## src/source/backendPkg.sv

```systemverilog
`default_nettype none

package backendPkg;

    localparam int XLEN      = 32;
    localparam int ARCH_REGS = 8;
    localparam int PHYS_REGS = 16;
    localparam int ROB_SIZE  = 8;
    localparam int IQ_SIZE   = 4;
    localparam int MUL_LAT   = 3;

    // rv32 major opcodes and funct7 values in use.
    localparam logic [6:0] OPC_OP     = 7'b0110011;
    localparam logic [6:0] OPC_OP_IMM = 7'b0010011;
    localparam logic [6:0] F7_BASE    = 7'b0000000;
    localparam logic [6:0] F7_ALT     = 7'b0100000;
    localparam logic [6:0] F7_MULDIV  = 7'b0000001;

    typedef logic [XLEN-1:0]              data_t;
    typedef logic [31:0]                  inst_t;
    typedef logic [$clog2(ARCH_REGS)-1:0] archReg_t;
    typedef logic [$clog2(PHYS_REGS)-1:0] physReg_t;
    typedef logic [$clog2(ROB_SIZE)-1:0]  robIdx_t;

    // nop marks an unsupported encoding.
    typedef enum logic [2:0] {
        OP_ADD,
        OP_SUB,
        OP_AND,
        OP_OR,
        OP_XOR,
        OP_MUL,
        OP_NOP
    } aluOp_t;

endpackage

`default_nettype wire

```

## src/source/backendIfs.sv

```systemverilog
`default_nettype none

interface renameIssueIf import backendPkg::*; ();
    logic     valid;
    aluOp_t   op;
    logic     useImm;
    data_t    imm;
    physReg_t src1;
    physReg_t src2;
    logic     src1Zero;
    logic     src2Zero;
    physReg_t dst;
    logic     we;
    archReg_t archRd;
    physReg_t prevDst;
    robIdx_t  robIdx;
    logic     stall;

    modport source (
        output valid, op, useImm, imm, src1, src2, src1Zero, src2Zero,
        output dst, we, archRd, prevDst,
        input  stall
    );

    modport issue (
        input  valid, op, useImm, imm, src1, src2, src1Zero, src2Zero,
        input  dst, we, robIdx,
        output stall
    );

    modport rob (
        input  valid, we, archRd, prevDst,
        output robIdx
    );
endinterface

interface writeBackIf import backendPkg::*; ();
    logic     en;
    physReg_t dst;
    logic     we;
    robIdx_t  robIdx;
    data_t    data;

    modport source (output en, dst, we, robIdx, data);
    modport rob (input en, robIdx, data);
    modport monitor (input en, dst, we);
endinterface

`default_nettype wire

```

## src/source/renameUnit.sv

```systemverilog
`default_nettype none

module renameUnit import backendPkg::*; (
    input  logic         clk,
    input  logic         arstN,
    input  logic         instValid,
    input  inst_t        instWord,
    renameIssueIf.source rnOut,
    input  logic         freeEn,
    input  physReg_t     freeReg,
    output logic         freeEmpty
);
    localparam int FREE_SIZE = PHYS_REGS - ARCH_REGS;
    localparam int FPTR_W    = $clog2(FREE_SIZE);

    logic [6:0] opcode;
    logic [2:0] funct3;
    logic [6:0] funct7;
    logic [4:0] rd;
    logic [4:0] rs1;
    logic [4:0] rs2;
    logic       regsOk;
    aluOp_t     decOp;
    logic       decUseImm;
    logic       decWe;
    logic       accept;
    logic       pop;

    physReg_t          rat      [ARCH_REGS];
    physReg_t          freeList [FREE_SIZE];
    logic [FPTR_W-1:0] freeHead;
    logic [FPTR_W-1:0] freeTail;
    logic [FPTR_W:0]   freeCount;

    // only x0..x7 exist here.
    function automatic logic inRange(input logic [4:0] r);
        return r[4:$bits(archReg_t)] == '0;
    endfunction

    assign opcode = instWord[6:0];
    assign rd     = instWord[11:7];
    assign funct3 = instWord[14:12];
    assign rs1    = instWord[19:15];
    assign rs2    = instWord[24:20];
    assign funct7 = instWord[31:25];

    always_comb begin
        decOp     = OP_NOP;
        decUseImm = 1'b0;
        regsOk    = inRange(rd) && inRange(rs1);
        if (opcode == OPC_OP) begin
            regsOk = regsOk && inRange(rs2);
            case ({funct7, funct3})
                {F7_BASE, 3'b000}:   decOp = OP_ADD;
                {F7_ALT, 3'b000}:    decOp = OP_SUB;
                {F7_BASE, 3'b111}:   decOp = OP_AND;
                {F7_BASE, 3'b110}:   decOp = OP_OR;
                {F7_BASE, 3'b100}:   decOp = OP_XOR;
                {F7_MULDIV, 3'b000}: decOp = OP_MUL;
                default:             decOp = OP_NOP;
            endcase
        end else if (opcode == OPC_OP_IMM && funct3 == 3'b000) begin
            decOp     = OP_ADD;
            decUseImm = 1'b1;
        end
        if (!regsOk) begin
            decOp     = OP_NOP;
            decUseImm = 1'b0;
        end
    end

    assign decWe     = (decOp != OP_NOP) && (rd != 5'd0);
    assign accept    = instValid && !rnOut.stall;
    assign pop       = accept && decWe;
    assign freeEmpty = (freeCount == '0) && instValid && decWe;

    always_ff @(posedge clk or negedge arstN) begin
        if (!arstN) begin
            for (int i = 0; i < ARCH_REGS; i++) begin
                rat[i] <= physReg_t'(i);
            end
            // physical regs above the identity map start free.
            for (int i = 0; i < FREE_SIZE; i++) begin
                freeList[i] <= physReg_t'(ARCH_REGS + i);
            end
            freeHead    <= '0;
            freeTail    <= '0;
            freeCount   <= (FPTR_W + 1)'(FREE_SIZE);
            rnOut.valid <= 1'b0;
        end else begin
            rnOut.valid <= accept;
            if (pop) begin
                rat[archReg_t'(rd)] <= freeList[freeHead];
                freeHead            <= freeHead + 1'b1;
            end
            if (freeEn) begin
                freeList[freeTail] <= freeReg;
                freeTail           <= freeTail + 1'b1;
            end
            freeCount <= freeCount + (FPTR_W + 1)'(freeEn) - (FPTR_W + 1)'(pop);
        end
    end

    always_ff @(posedge clk) begin
        if (accept) begin
            rnOut.op       <= decOp;
            rnOut.useImm   <= decUseImm;
            rnOut.imm      <= {{20{instWord[31]}}, instWord[31:20]};
            rnOut.src1     <= rat[archReg_t'(rs1)];
            rnOut.src2     <= rat[archReg_t'(rs2)];
            rnOut.src1Zero <= (rs1 == 5'd0) || (decOp == OP_NOP);
            rnOut.src2Zero <= decUseImm || (rs2 == 5'd0) || (decOp == OP_NOP);
            rnOut.dst      <= freeList[freeHead];
            rnOut.we       <= decWe;
            rnOut.archRd   <= archReg_t'(rd);
            rnOut.prevDst  <= rat[archReg_t'(rd)];
        end
    end

endmodule

`default_nettype wire

```

## src/source/reorderBuffer.sv

```systemverilog
`default_nettype none

module reorderBuffer import backendPkg::*; (
    input  logic      clk,
    input  logic      arstN,
    renameIssueIf.rob rnIn,
    writeBackIf.rob   wbIn,
    output logic      robFull,
    output logic      commitEn,
    output logic      commitWe,
    output archReg_t  commitRd,
    output data_t     commitData,
    output logic      freeEn,
    output physReg_t  freeReg
);
    localparam int CNT_W = $clog2(ROB_SIZE) + 1;

    logic     done    [ROB_SIZE];
    logic     entWe   [ROB_SIZE];
    archReg_t entRd   [ROB_SIZE];
    physReg_t entPrev [ROB_SIZE];
    data_t    entData [ROB_SIZE];

    robIdx_t          head;
    robIdx_t          tail;
    logic [CNT_W-1:0] count;

    assign rnIn.robIdx = tail;

    // the renamed instruction still in flight counts as taken.
    assign robFull = (count + CNT_W'(rnIn.valid)) >= CNT_W'(ROB_SIZE);

    assign commitEn   = (count != '0) && done[head];
    assign commitWe   = entWe[head];
    assign commitRd   = entRd[head];
    assign commitData = entData[head];

    // old mapping of a written reg goes back to the free list.
    assign freeEn  = commitEn && entWe[head];
    assign freeReg = entPrev[head];

    always_ff @(posedge clk or negedge arstN) begin
        if (!arstN) begin
            head  <= '0;
            tail  <= '0;
            count <= '0;
            for (int i = 0; i < ROB_SIZE; i++) begin
                done[i] <= 1'b0;
            end
        end else begin
            if (rnIn.valid) begin
                done[tail] <= 1'b0;
                tail       <= tail + 1'b1;
            end
            if (wbIn.en) begin
                done[wbIn.robIdx] <= 1'b1;
            end
            if (commitEn) begin
                head <= head + 1'b1;
            end
            count <= count + CNT_W'(rnIn.valid) - CNT_W'(commitEn);
        end
    end

    always_ff @(posedge clk) begin
        if (rnIn.valid) begin
            entWe[tail]   <= rnIn.we;
            entRd[tail]   <= rnIn.archRd;
            entPrev[tail] <= rnIn.prevDst;
        end
        if (wbIn.en) begin
            entData[wbIn.robIdx] <= wbIn.data;
        end
    end

endmodule

`default_nettype wire

```

## src/source/issueCtrl.sv

```systemverilog
`default_nettype none

module issueCtrl import backendPkg::*; (
    input  logic         clk,
    input  logic         arstN,
    renameIssueIf.issue  rnIn,
    writeBackIf.monitor  wbIn,
    input  logic         robFull,
    input  logic         freeEmpty,
    output logic         stall,
    output logic         issueEn,
    output aluOp_t       issueOp,
    output physReg_t     issueSrc1,
    output physReg_t     issueSrc2,
    output logic         issueSrc1Zero,
    output logic         issueSrc2Zero,
    output logic         issueUseImm,
    output data_t        issueImm,
    output physReg_t     issueDst,
    output logic         issueWe,
    output robIdx_t      issueRob
);
    localparam int PTR_W = $clog2(IQ_SIZE);
    localparam int CNT_W = PTR_W + 1;

    typedef enum logic {
        ST_IDLE,
        ST_DRAIN
    } iqState_t;

    aluOp_t   qOp     [IQ_SIZE];
    logic     qUseImm [IQ_SIZE];
    data_t    qImm    [IQ_SIZE];
    physReg_t qSrc1   [IQ_SIZE];
    physReg_t qSrc2   [IQ_SIZE];
    logic     qS1Zero [IQ_SIZE];
    logic     qS2Zero [IQ_SIZE];
    physReg_t qDst    [IQ_SIZE];
    logic     qWe     [IQ_SIZE];
    robIdx_t  qRob    [IQ_SIZE];

    logic [PTR_W-1:0]     head;
    logic [PTR_W-1:0]     tail;
    logic [CNT_W-1:0]     count;
    logic [CNT_W-1:0]     countNext;
    logic [PHYS_REGS-1:0] ready;
    logic [MUL_LAT-1:0]   resv;
    logic [MUL_LAT-1:0]   resvNext;
    iqState_t             state;
    iqState_t             stateNext;
    logic                 iqFull;
    logic                 headMul;
    logic                 srcReady;
    logic                 slotFree;

    assign iqFull     = (count + CNT_W'(rnIn.valid)) >= CNT_W'(IQ_SIZE);
    assign stall      = robFull || iqFull || freeEmpty;
    assign rnIn.stall = stall;

    assign issueOp       = qOp[head];
    assign issueUseImm   = qUseImm[head];
    assign issueImm      = qImm[head];
    assign issueSrc1     = qSrc1[head];
    assign issueSrc2     = qSrc2[head];
    assign issueSrc1Zero = qS1Zero[head];
    assign issueSrc2Zero = qS2Zero[head];
    assign issueDst      = qDst[head];
    assign issueWe       = qWe[head];
    assign issueRob      = qRob[head];

    assign headMul  = (issueOp == OP_MUL);
    assign srcReady = (issueSrc1Zero || ready[issueSrc1]) && (issueSrc2Zero || ready[issueSrc2]);
    // resv[i] set means a writeback lands i cycles from now.
    assign slotFree = headMul || !resv[1];
    assign issueEn  = (state == ST_DRAIN) && (count != '0) && srcReady && slotFree;

    assign countNext = count + CNT_W'(rnIn.valid) - CNT_W'(issueEn);

    always_comb begin
        resvNext    = {issueEn && headMul, resv[MUL_LAT-1:1]};
        resvNext[0] = resvNext[0] | (issueEn && !headMul);
    end

    always_comb begin
        stateNext = state;
        case (state)
            ST_IDLE: begin
                if (rnIn.valid) begin
                    stateNext = ST_DRAIN;
                end
            end
            ST_DRAIN: begin
                // back to idle once the queue and pipes are empty.
                if (count == '0 && !rnIn.valid && resv == '0) begin
                    stateNext = ST_IDLE;
                end
            end
            default: stateNext = ST_IDLE;
        endcase
    end

    always_ff @(posedge clk or negedge arstN) begin
        if (!arstN) begin
            head  <= '0;
            tail  <= '0;
            count <= '0;
            ready <= '1;
            resv  <= '0;
            state <= ST_IDLE;
        end else begin
            state <= stateNext;
            resv  <= resvNext;
            count <= countNext;
            if (rnIn.valid) begin
                tail <= tail + 1'b1;
            end
            if (issueEn) begin
                head <= head + 1'b1;
            end
            if (wbIn.en && wbIn.we) begin
                ready[wbIn.dst] <= 1'b1;
            end
            if (rnIn.valid && rnIn.we) begin
                ready[rnIn.dst] <= 1'b0;
            end
        end
    end

    always_ff @(posedge clk) begin
        if (rnIn.valid) begin
            qOp[tail]     <= rnIn.op;
            qUseImm[tail] <= rnIn.useImm;
            qImm[tail]    <= rnIn.imm;
            qSrc1[tail]   <= rnIn.src1;
            qSrc2[tail]   <= rnIn.src2;
            qS1Zero[tail] <= rnIn.src1Zero;
            qS2Zero[tail] <= rnIn.src2Zero;
            qDst[tail]    <= rnIn.dst;
            qWe[tail]     <= rnIn.we;
            qRob[tail]    <= rnIn.robIdx;
        end
    end

endmodule

`default_nettype wire

```

## src/source/execUnit.sv

```systemverilog
`default_nettype none

module execUnit import backendPkg::*; (
    input  logic        clk,
    input  logic        arstN,
    input  logic        issueEn,
    input  aluOp_t      issueOp,
    input  physReg_t    issueSrc1,
    input  physReg_t    issueSrc2,
    input  logic        issueSrc1Zero,
    input  logic        issueSrc2Zero,
    input  logic        issueUseImm,
    input  data_t       issueImm,
    input  physReg_t    issueDst,
    input  logic        issueWe,
    input  robIdx_t     issueRob,
    writeBackIf.source  wbOut
);
    localparam int HALF = XLEN / 2;

    data_t    regFile [PHYS_REGS];
    data_t    opA;
    data_t    opB;
    data_t    aluRes;
    logic     isMul;

    logic     aluValid;
    physReg_t aluDst;
    logic     aluWe;
    robIdx_t  aluRob;
    data_t    aluData;

    logic     mulValid [MUL_LAT];
    physReg_t mulDst   [MUL_LAT];
    logic     mulWe    [MUL_LAT];
    robIdx_t  mulRob   [MUL_LAT];
    data_t    mulA;
    data_t    mulB;
    data_t    mulLo;
    data_t    mulHi;
    data_t    mulProd;

    assign isMul = (issueOp == OP_MUL);
    assign opA   = issueSrc1Zero ? '0 : regFile[issueSrc1];
    assign opB   = issueUseImm ? issueImm : (issueSrc2Zero ? '0 : regFile[issueSrc2]);

    always_comb begin
        case (issueOp)
            OP_ADD:  aluRes = opA + opB;
            OP_SUB:  aluRes = opA - opB;
            OP_AND:  aluRes = opA & opB;
            OP_OR:   aluRes = opA | opB;
            OP_XOR:  aluRes = opA ^ opB;
            default: aluRes = '0;
        endcase
    end

    always_ff @(posedge clk or negedge arstN) begin
        if (!arstN) begin
            aluValid <= 1'b0;
            for (int i = 0; i < MUL_LAT; i++) begin
                mulValid[i] <= 1'b0;
            end
            for (int i = 0; i < PHYS_REGS; i++) begin
                regFile[i] <= '0;
            end
        end else begin
            aluValid    <= issueEn && !isMul;
            mulValid[0] <= issueEn && isMul;
            for (int i = 1; i < MUL_LAT; i++) begin
                mulValid[i] <= mulValid[i-1];
            end
            if (wbOut.en && wbOut.we) begin
                regFile[wbOut.dst] <= wbOut.data;
            end
        end
    end

    always_ff @(posedge clk) begin
        if (issueEn && !isMul) begin
            aluDst  <= issueDst;
            aluWe   <= issueWe;
            aluRob  <= issueRob;
            aluData <= aluRes;
        end
        if (issueEn && isMul) begin
            mulDst[0] <= issueDst;
            mulWe[0]  <= issueWe;
            mulRob[0] <= issueRob;
            mulA      <= opA;
            mulB      <= opB;
        end
        for (int i = 1; i < MUL_LAT; i++) begin
            mulDst[i] <= mulDst[i-1];
            mulWe[i]  <= mulWe[i-1];
            mulRob[i] <= mulRob[i-1];
        end
        // split multiplier on the halves of b, summed in the last stage.
        mulLo   <= mulA * {{HALF{1'b0}}, mulB[HALF-1:0]};
        mulHi   <= mulA * {{HALF{1'b0}}, mulB[XLEN-1:HALF]};
        mulProd <= mulLo + {mulHi[HALF-1:0], {HALF{1'b0}}};
    end

    // issue reserves the slot, so the two sources never overlap.
    always_comb begin
        if (mulValid[MUL_LAT-1]) begin
            wbOut.en     = 1'b1;
            wbOut.dst    = mulDst[MUL_LAT-1];
            wbOut.we     = mulWe[MUL_LAT-1];
            wbOut.robIdx = mulRob[MUL_LAT-1];
            wbOut.data   = mulProd;
        end else begin
            wbOut.en     = aluValid;
            wbOut.dst    = aluDst;
            wbOut.we     = aluWe;
            wbOut.robIdx = aluRob;
            wbOut.data   = aluData;
        end
    end

endmodule

`default_nettype wire

```

## src/source/backendTop.sv

```systemverilog
`default_nettype none

module backendTop import backendPkg::*; (
    input  logic     clk,
    input  logic     arstN,
    input  logic     instValid,
    input  inst_t    instWord,
    output logic     stall,
    output logic     commitEn,
    output logic     commitWe,
    output archReg_t commitRd,
    output data_t    commitData
);
    renameIssueIf rnIf();
    writeBackIf   wbIf();

    logic     robFull;
    logic     freeEmpty;
    logic     freeEn;
    physReg_t freeReg;

    logic     issueEn;
    aluOp_t   issueOp;
    physReg_t issueSrc1;
    physReg_t issueSrc2;
    logic     issueSrc1Zero;
    logic     issueSrc2Zero;
    logic     issueUseImm;
    data_t    issueImm;
    physReg_t issueDst;
    logic     issueWe;
    robIdx_t  issueRob;

    renameUnit renameUnit_i (
        .clk       (clk),
        .arstN     (arstN),
        .instValid (instValid),
        .instWord  (instWord),
        .rnOut     (rnIf),
        .freeEn    (freeEn),
        .freeReg   (freeReg),
        .freeEmpty (freeEmpty)
    );

    reorderBuffer reorderBuffer_i (
        .clk        (clk),
        .arstN      (arstN),
        .rnIn       (rnIf),
        .wbIn       (wbIf),
        .robFull    (robFull),
        .commitEn   (commitEn),
        .commitWe   (commitWe),
        .commitRd   (commitRd),
        .commitData (commitData),
        .freeEn     (freeEn),
        .freeReg    (freeReg)
    );

    issueCtrl issueCtrl_i (
        .clk           (clk),
        .arstN         (arstN),
        .rnIn          (rnIf),
        .wbIn          (wbIf),
        .robFull       (robFull),
        .freeEmpty     (freeEmpty),
        .stall         (stall),
        .issueEn       (issueEn),
        .issueOp       (issueOp),
        .issueSrc1     (issueSrc1),
        .issueSrc2     (issueSrc2),
        .issueSrc1Zero (issueSrc1Zero),
        .issueSrc2Zero (issueSrc2Zero),
        .issueUseImm   (issueUseImm),
        .issueImm      (issueImm),
        .issueDst      (issueDst),
        .issueWe       (issueWe),
        .issueRob      (issueRob)
    );

    execUnit execUnit_i (
        .clk           (clk),
        .arstN         (arstN),
        .issueEn       (issueEn),
        .issueOp       (issueOp),
        .issueSrc1     (issueSrc1),
        .issueSrc2     (issueSrc2),
        .issueSrc1Zero (issueSrc1Zero),
        .issueSrc2Zero (issueSrc2Zero),
        .issueUseImm   (issueUseImm),
        .issueImm      (issueImm),
        .issueDst      (issueDst),
        .issueWe       (issueWe),
        .issueRob      (issueRob),
        .wbOut         (wbIf)
    );

endmodule

`default_nettype wire

```

## config.mk

```make
export PLATFORM = sky130hd
export DESIGN_NAME = backendTop
export DESIGN_NICKNAME = d
export VERILOG_FILES = /design/src/source/backendPkg.sv /design/src/source/backendIfs.sv /design/src/source/renameUnit.sv /design/src/source/reorderBuffer.sv /design/src/source/issueCtrl.sv /design/src/source/execUnit.sv /design/src/source/backendTop.sv
export SDC_FILE = /design/constraint.sdc
export NUM_CORES = 2
export LEC_CHECK = 0
export BUFFER_PORTS_ARGS = -buffer_cell sky130_fd_sc_hd__buf_4
export CAP_MARGIN = 10
export CORE_UTILIZATION = 55
export DETAILED_ROUTE_END_ITERATION = 10
export PLACE_DENSITY = 0.79
export SYNTH_ARGS = -nofsm -noshare
export SYNTH_HDL_FRONTEND = slang
export SYNTH_SLANG_ARGS = --single-unit
export TNS_END_PERCENT = 20
```

## constraint.sdc

```tcl
create_clock -name clk -period 30.1 [get_ports clk]
set_input_delay 7.525 -clock clk [delete_from_list [all_inputs] [get_ports clk]]
set_output_delay 7.525 -clock clk [all_outputs]
set_load 0.05 [all_outputs]
```

==> metrics.log <==
INFO  metric max-slew-margin-rel = 16.6%
INFO  metric cts-hold-fix-buffers = 0
INFO  metric worst_setup_path_start_kind = input pin
INFO  metric place_worst_setup_slack = 12.89 ns
INFO  metric timing_hold_violations_final = 0
INFO  metric cts_setup_buffers = 0
INFO  metric totalWireLength = 205000 µm
INFO  metric sequential_to_total_area_share_from_yosys_stat = 46.6%
INFO  metric gp_routability_congestion = 0.917
INFO  metric detailedRoute.firstPassIterationCount = 6
INFO  metric htree_levels = 4
INFO  metric numPortBuffers = 72
INFO  metric die-area = 142000 µm²
INFO  metric dpl.hpwl = 130000 µm
INFO  metric grt_most_used_layer = met2
INFO  metric cp_data_required_time = 22.58 ns
INFO  metric critPathMostFrequentCell = sky130_fd_sc_hd__buf_4
INFO  metric clock_insertion_delay_at_the_later_pin_of_the_skew_report = 0.79 ns
INFO  metric synthDominantCellAreaShare = 23.5%
INFO  metric layout_commonest_cell = sky130_fd_sc_hd__nand2_1
INFO  metric timing.final.crit_period = 17.20 ns
INFO  metric drv_slew = 0
INFO  metric placedCellCount = 8250
INFO  metric grt.met3_usage = 5.81%
INFO  metric tightest_slew = 1.25 ns
INFO  metric layout_worst_path_cycle_share = 57.1%
INFO  metric synthTopCellsByArea = sky130_fd_sc_hd__edfxtp_1 24%, sky130_fd_sc_hd__dfrtp_1 19%, sky130_fd_sc_hd__fa_1 10%
INFO  metric critical_path.n_buffers_inverters = 2
INFO  metric via_per_inst = 6.22
INFO  metric drcViolationCount = 0
INFO  metric postSynthCellCount = 6596
INFO  metric dieWidth = 377 µm
INFO  metric postSynth.topFlopCell = sky130_fd_sc_hd__edfxtp_1
INFO  metric grt_max_degree = 171
INFO  metric worst_hold_path_class = flip-flop to flip-flop
INFO  metric antenna_found_initial = 1
INFO  metric count_of_flip_flops_with_a_built_in_enable_after_synthesis = 606
INFO  metric synth.yosys.warnings = 0
INFO  metric cp_data_arrival_time = 9.67 ns
INFO  metric setup_total_negative_slack = 0 ns
INFO  metric via_count = 52848
INFO  metric start_util = 55.5%
INFO  metric synth_area = 77400 µm²
INFO  metric async_flop_share = 47.5%
INFO  metric floorplan.io_pins = 73
INFO  metric grt.met1_usage = 38.2%
INFO  metric crit_chain = buf_4 -> or4_1 -> nor2_1 -> o21ai_0 -> a311oi_1 -> o21a_1 -> a31o_2 -> buf_4
INFO  metric postLayoutSetupSlackWorst = 12.90 ns
INFO  metric global_route.usage.met2 = 47.1%
INFO  metric cts_buffer_depth = 3
INFO  metric drive_above_1_share = 15.3%
INFO  metric critical-path-slowest-cell = sky130_fd_sc_hd__or4_1
INFO  metric clock_transition_at_the_registers_of_the_reported_paths = 0.05 ns
INFO  metric tritoncts = yes
INFO  metric stdcell_area = 84400 µm²
INFO  metric status = finished, final reports clean
INFO  metric first_global_vias = 54867
INFO  metric timing.critical_path.slowest_cell_delay = 0.54 ns
INFO  metric setup_repair_after_global_routing_missed_its_margin = no
INFO  metric worst_clock_skew = 0.0370 ns
INFO  metric yosys_register_bits = 1336
INFO  metric cts_sinks = 1336
INFO  metric library_cell_occupying_the_most_area_in_the_post_synthesis_netlist = sky130_fd_sc_hd__edfxtp_1
INFO  metric average_instance_area_after_synthesis = 11.7 µm²
INFO  metric critPathCaptureType = output port
INFO  metric max_clock_freq = 0.0582 GHz
INFO  metric cts_buffers = 135
INFO  metric layout_net_count = 7181
INFO  metric rows = 137
INFO  metric cp_max_fo = 4
INFO  metric drt_first_iter_violations = 5665
INFO  metric antenna_violating_nets_post_route = 0
INFO  metric crit_type = input pin to output port
INFO  metric ctsRootBufferMaster = sky130_fd_sc_hd__clkbuf_16
INFO  metric area_delta_synth_final = 9.06%
INFO  metric antenna-diode-count = 0
INFO  metric setup_viol = 0
INFO  metric grtUsageTotal = 29.4%
INFO  metric critical_path.top_delay_family = compound AO/OA/AOI/OAI gates
INFO  metric ys_types = 90
INFO  metric postSynthNetCount = 7264
INFO  metric most-common-layout-cells = 768 x sky130_fd_sc_hd__nand2_1, 626 x sky130_fd_sc_hd__inv_1, 606 x sky130_fd_sc_hd__edfxtp_1, 579 x sky130_fd_sc_hd__dfrtp_1, 459 x sky130_fd_sc_hd__nor2_1
INFO  metric gr-total-overflow = 0
INFO  metric routedWlPerCell = 24.1 µm
INFO  metric die_height = 377 µm
INFO  metric post_cts_resized = 0
INFO  metric drv.max_cap_violation_count = 0
INFO  metric dpl_cell_area = 79900 µm²
INFO  metric grt_first_pass_wirelength = 319000 µm
INFO  metric fp.coreArea = 140000 µm²
INFO  metric layoutNonFillerInstCount = 8501
-- flip-flops by register name, summed over array words and instances, names as in the netlist, 24 cells and up --
| signal | count |
|---|---|
| issueCtrl_i.qImm | 48 |
| execUnit_i.mulA | 32 |
| execUnit_i.regFile | 512 |
| renameUnit_i.rat | 32 |
| execUnit_i.aluData | 32 |
| reorderBuffer_i.entPrev | 32 |
| reorderBuffer_i.entData | 256 |
| execUnit_i.mulProd | 32 |
| execUnit_i.mulLo | 32 |
| renameUnit_i.freeList | 32 |
| execUnit_i.mulB | 32 |
| reorderBuffer_i.entRd | 24 |
-- metal layers --
metal / share of wire [%] / vias to the layer above
met3: 9.9 / 638
met4: 5.3 / 2
li1: - / 22609
met1: 37 / 26680
met2: 47 / 2919
met5: 0.0044 / -
-- synthesized netlist by cell type (all sizes together), types with 5 or more instances --
cell / n
nand3: 90
a21oi: 432
nor4: 17
nor2: 481
nor2b: 23
o21bai: 8
nor3: 35
a31oi: 35
ha: 246
nand4: 18
nand2: 768
o22a: 13
buf: 123
a22oi: 66
mux2: 129
nand2b: 21
nand3b: 7
o21ai: 226
dfrtp: 585
a21o: 52
inv: 628
a32oi: 18
and2: 200
mux4: 326
o22ai: 11
a2111oi: 8
dfstp: 49
o221ai: 18
a211oi: 9
fa: 387
xnor2: 139
or2: 9
o211ai: 10
o31ai: 5
xor2: 41
mux2i: 275
and3: 12
clkbuf: 297
or3: 8
edfxtp: 606
dfxtp: 96
nor3b: 9
o21a: 13
-- through the flow --
stage	hold WS, ns	util [%]
floorplan	0.310	-
global placement	0.310	57.2
detailed placement	0.312	57.2
CTS	0.323	60.5
global route	0.329	60.5
finish	0.322	60.5
-- worst paths after layout --
| path | startpoint | to | slack (ns) | depth (start not counted) |
|---|---|---|---|---|
| worst max-delay path | instWord[29] | stall | 12.90 | 8 |
| worst min-delay path | execUnit_i.mulLo[9] | execUnit_i.mulProd[9] | 0.32 | 0 |
| worst max register to register | issueCtrl_i.head[0] | execUnit_i.aluData[31] | 21.55 | 24 |
| worst min register to register | execUnit_i.mulLo[9] | execUnit_i.mulProd[9] | 0.32 | 0 |
| max in group asynchronous | arstN | execUnit_i.regFile[366] | 21.06 | 3 |
| min in group asynchronous | arstN | renameUnit_i.rat[15] | 6.73 | 1 |
-- cells by family (layout without fill, tap and decap cells) --
| logic type | after synthesis | in the layout | share of synthesized area [%] |
|---|---|---|---|
| AO/OA/AOI/OAI | 957 | 957 | 7.29 |
| XOR/XNOR | 180 | 180 | 2.05 |
| adder cells (fa/ha/maj) | 633 | 633 | 14.0 |
| buffers and inverters | 1048 | 1077 | 5.34 |
| flip-flops | 1336 | 1336 | 46.6 |
| multiplexers | 730 | 730 | 14.9 |
| AND/OR/NAND/NOR | 1712 | 1712 | 9.84 |
-- final cells by class --
cell class | instances | area, µm²
clock buffer | 187 | 3780
clock inverter | 62 | 707
fill | 10568 | 55100
inverter | 628 | 2360
multi-input combinational | 4212 | 37500
sequential | 1336 | 36100
tap | 1876 | 2350
timing repair buffer | 200 | 1610
Power is not shown: default switching activity piles up to over one toggle a cycle in this logic, so the estimate is an artifact.
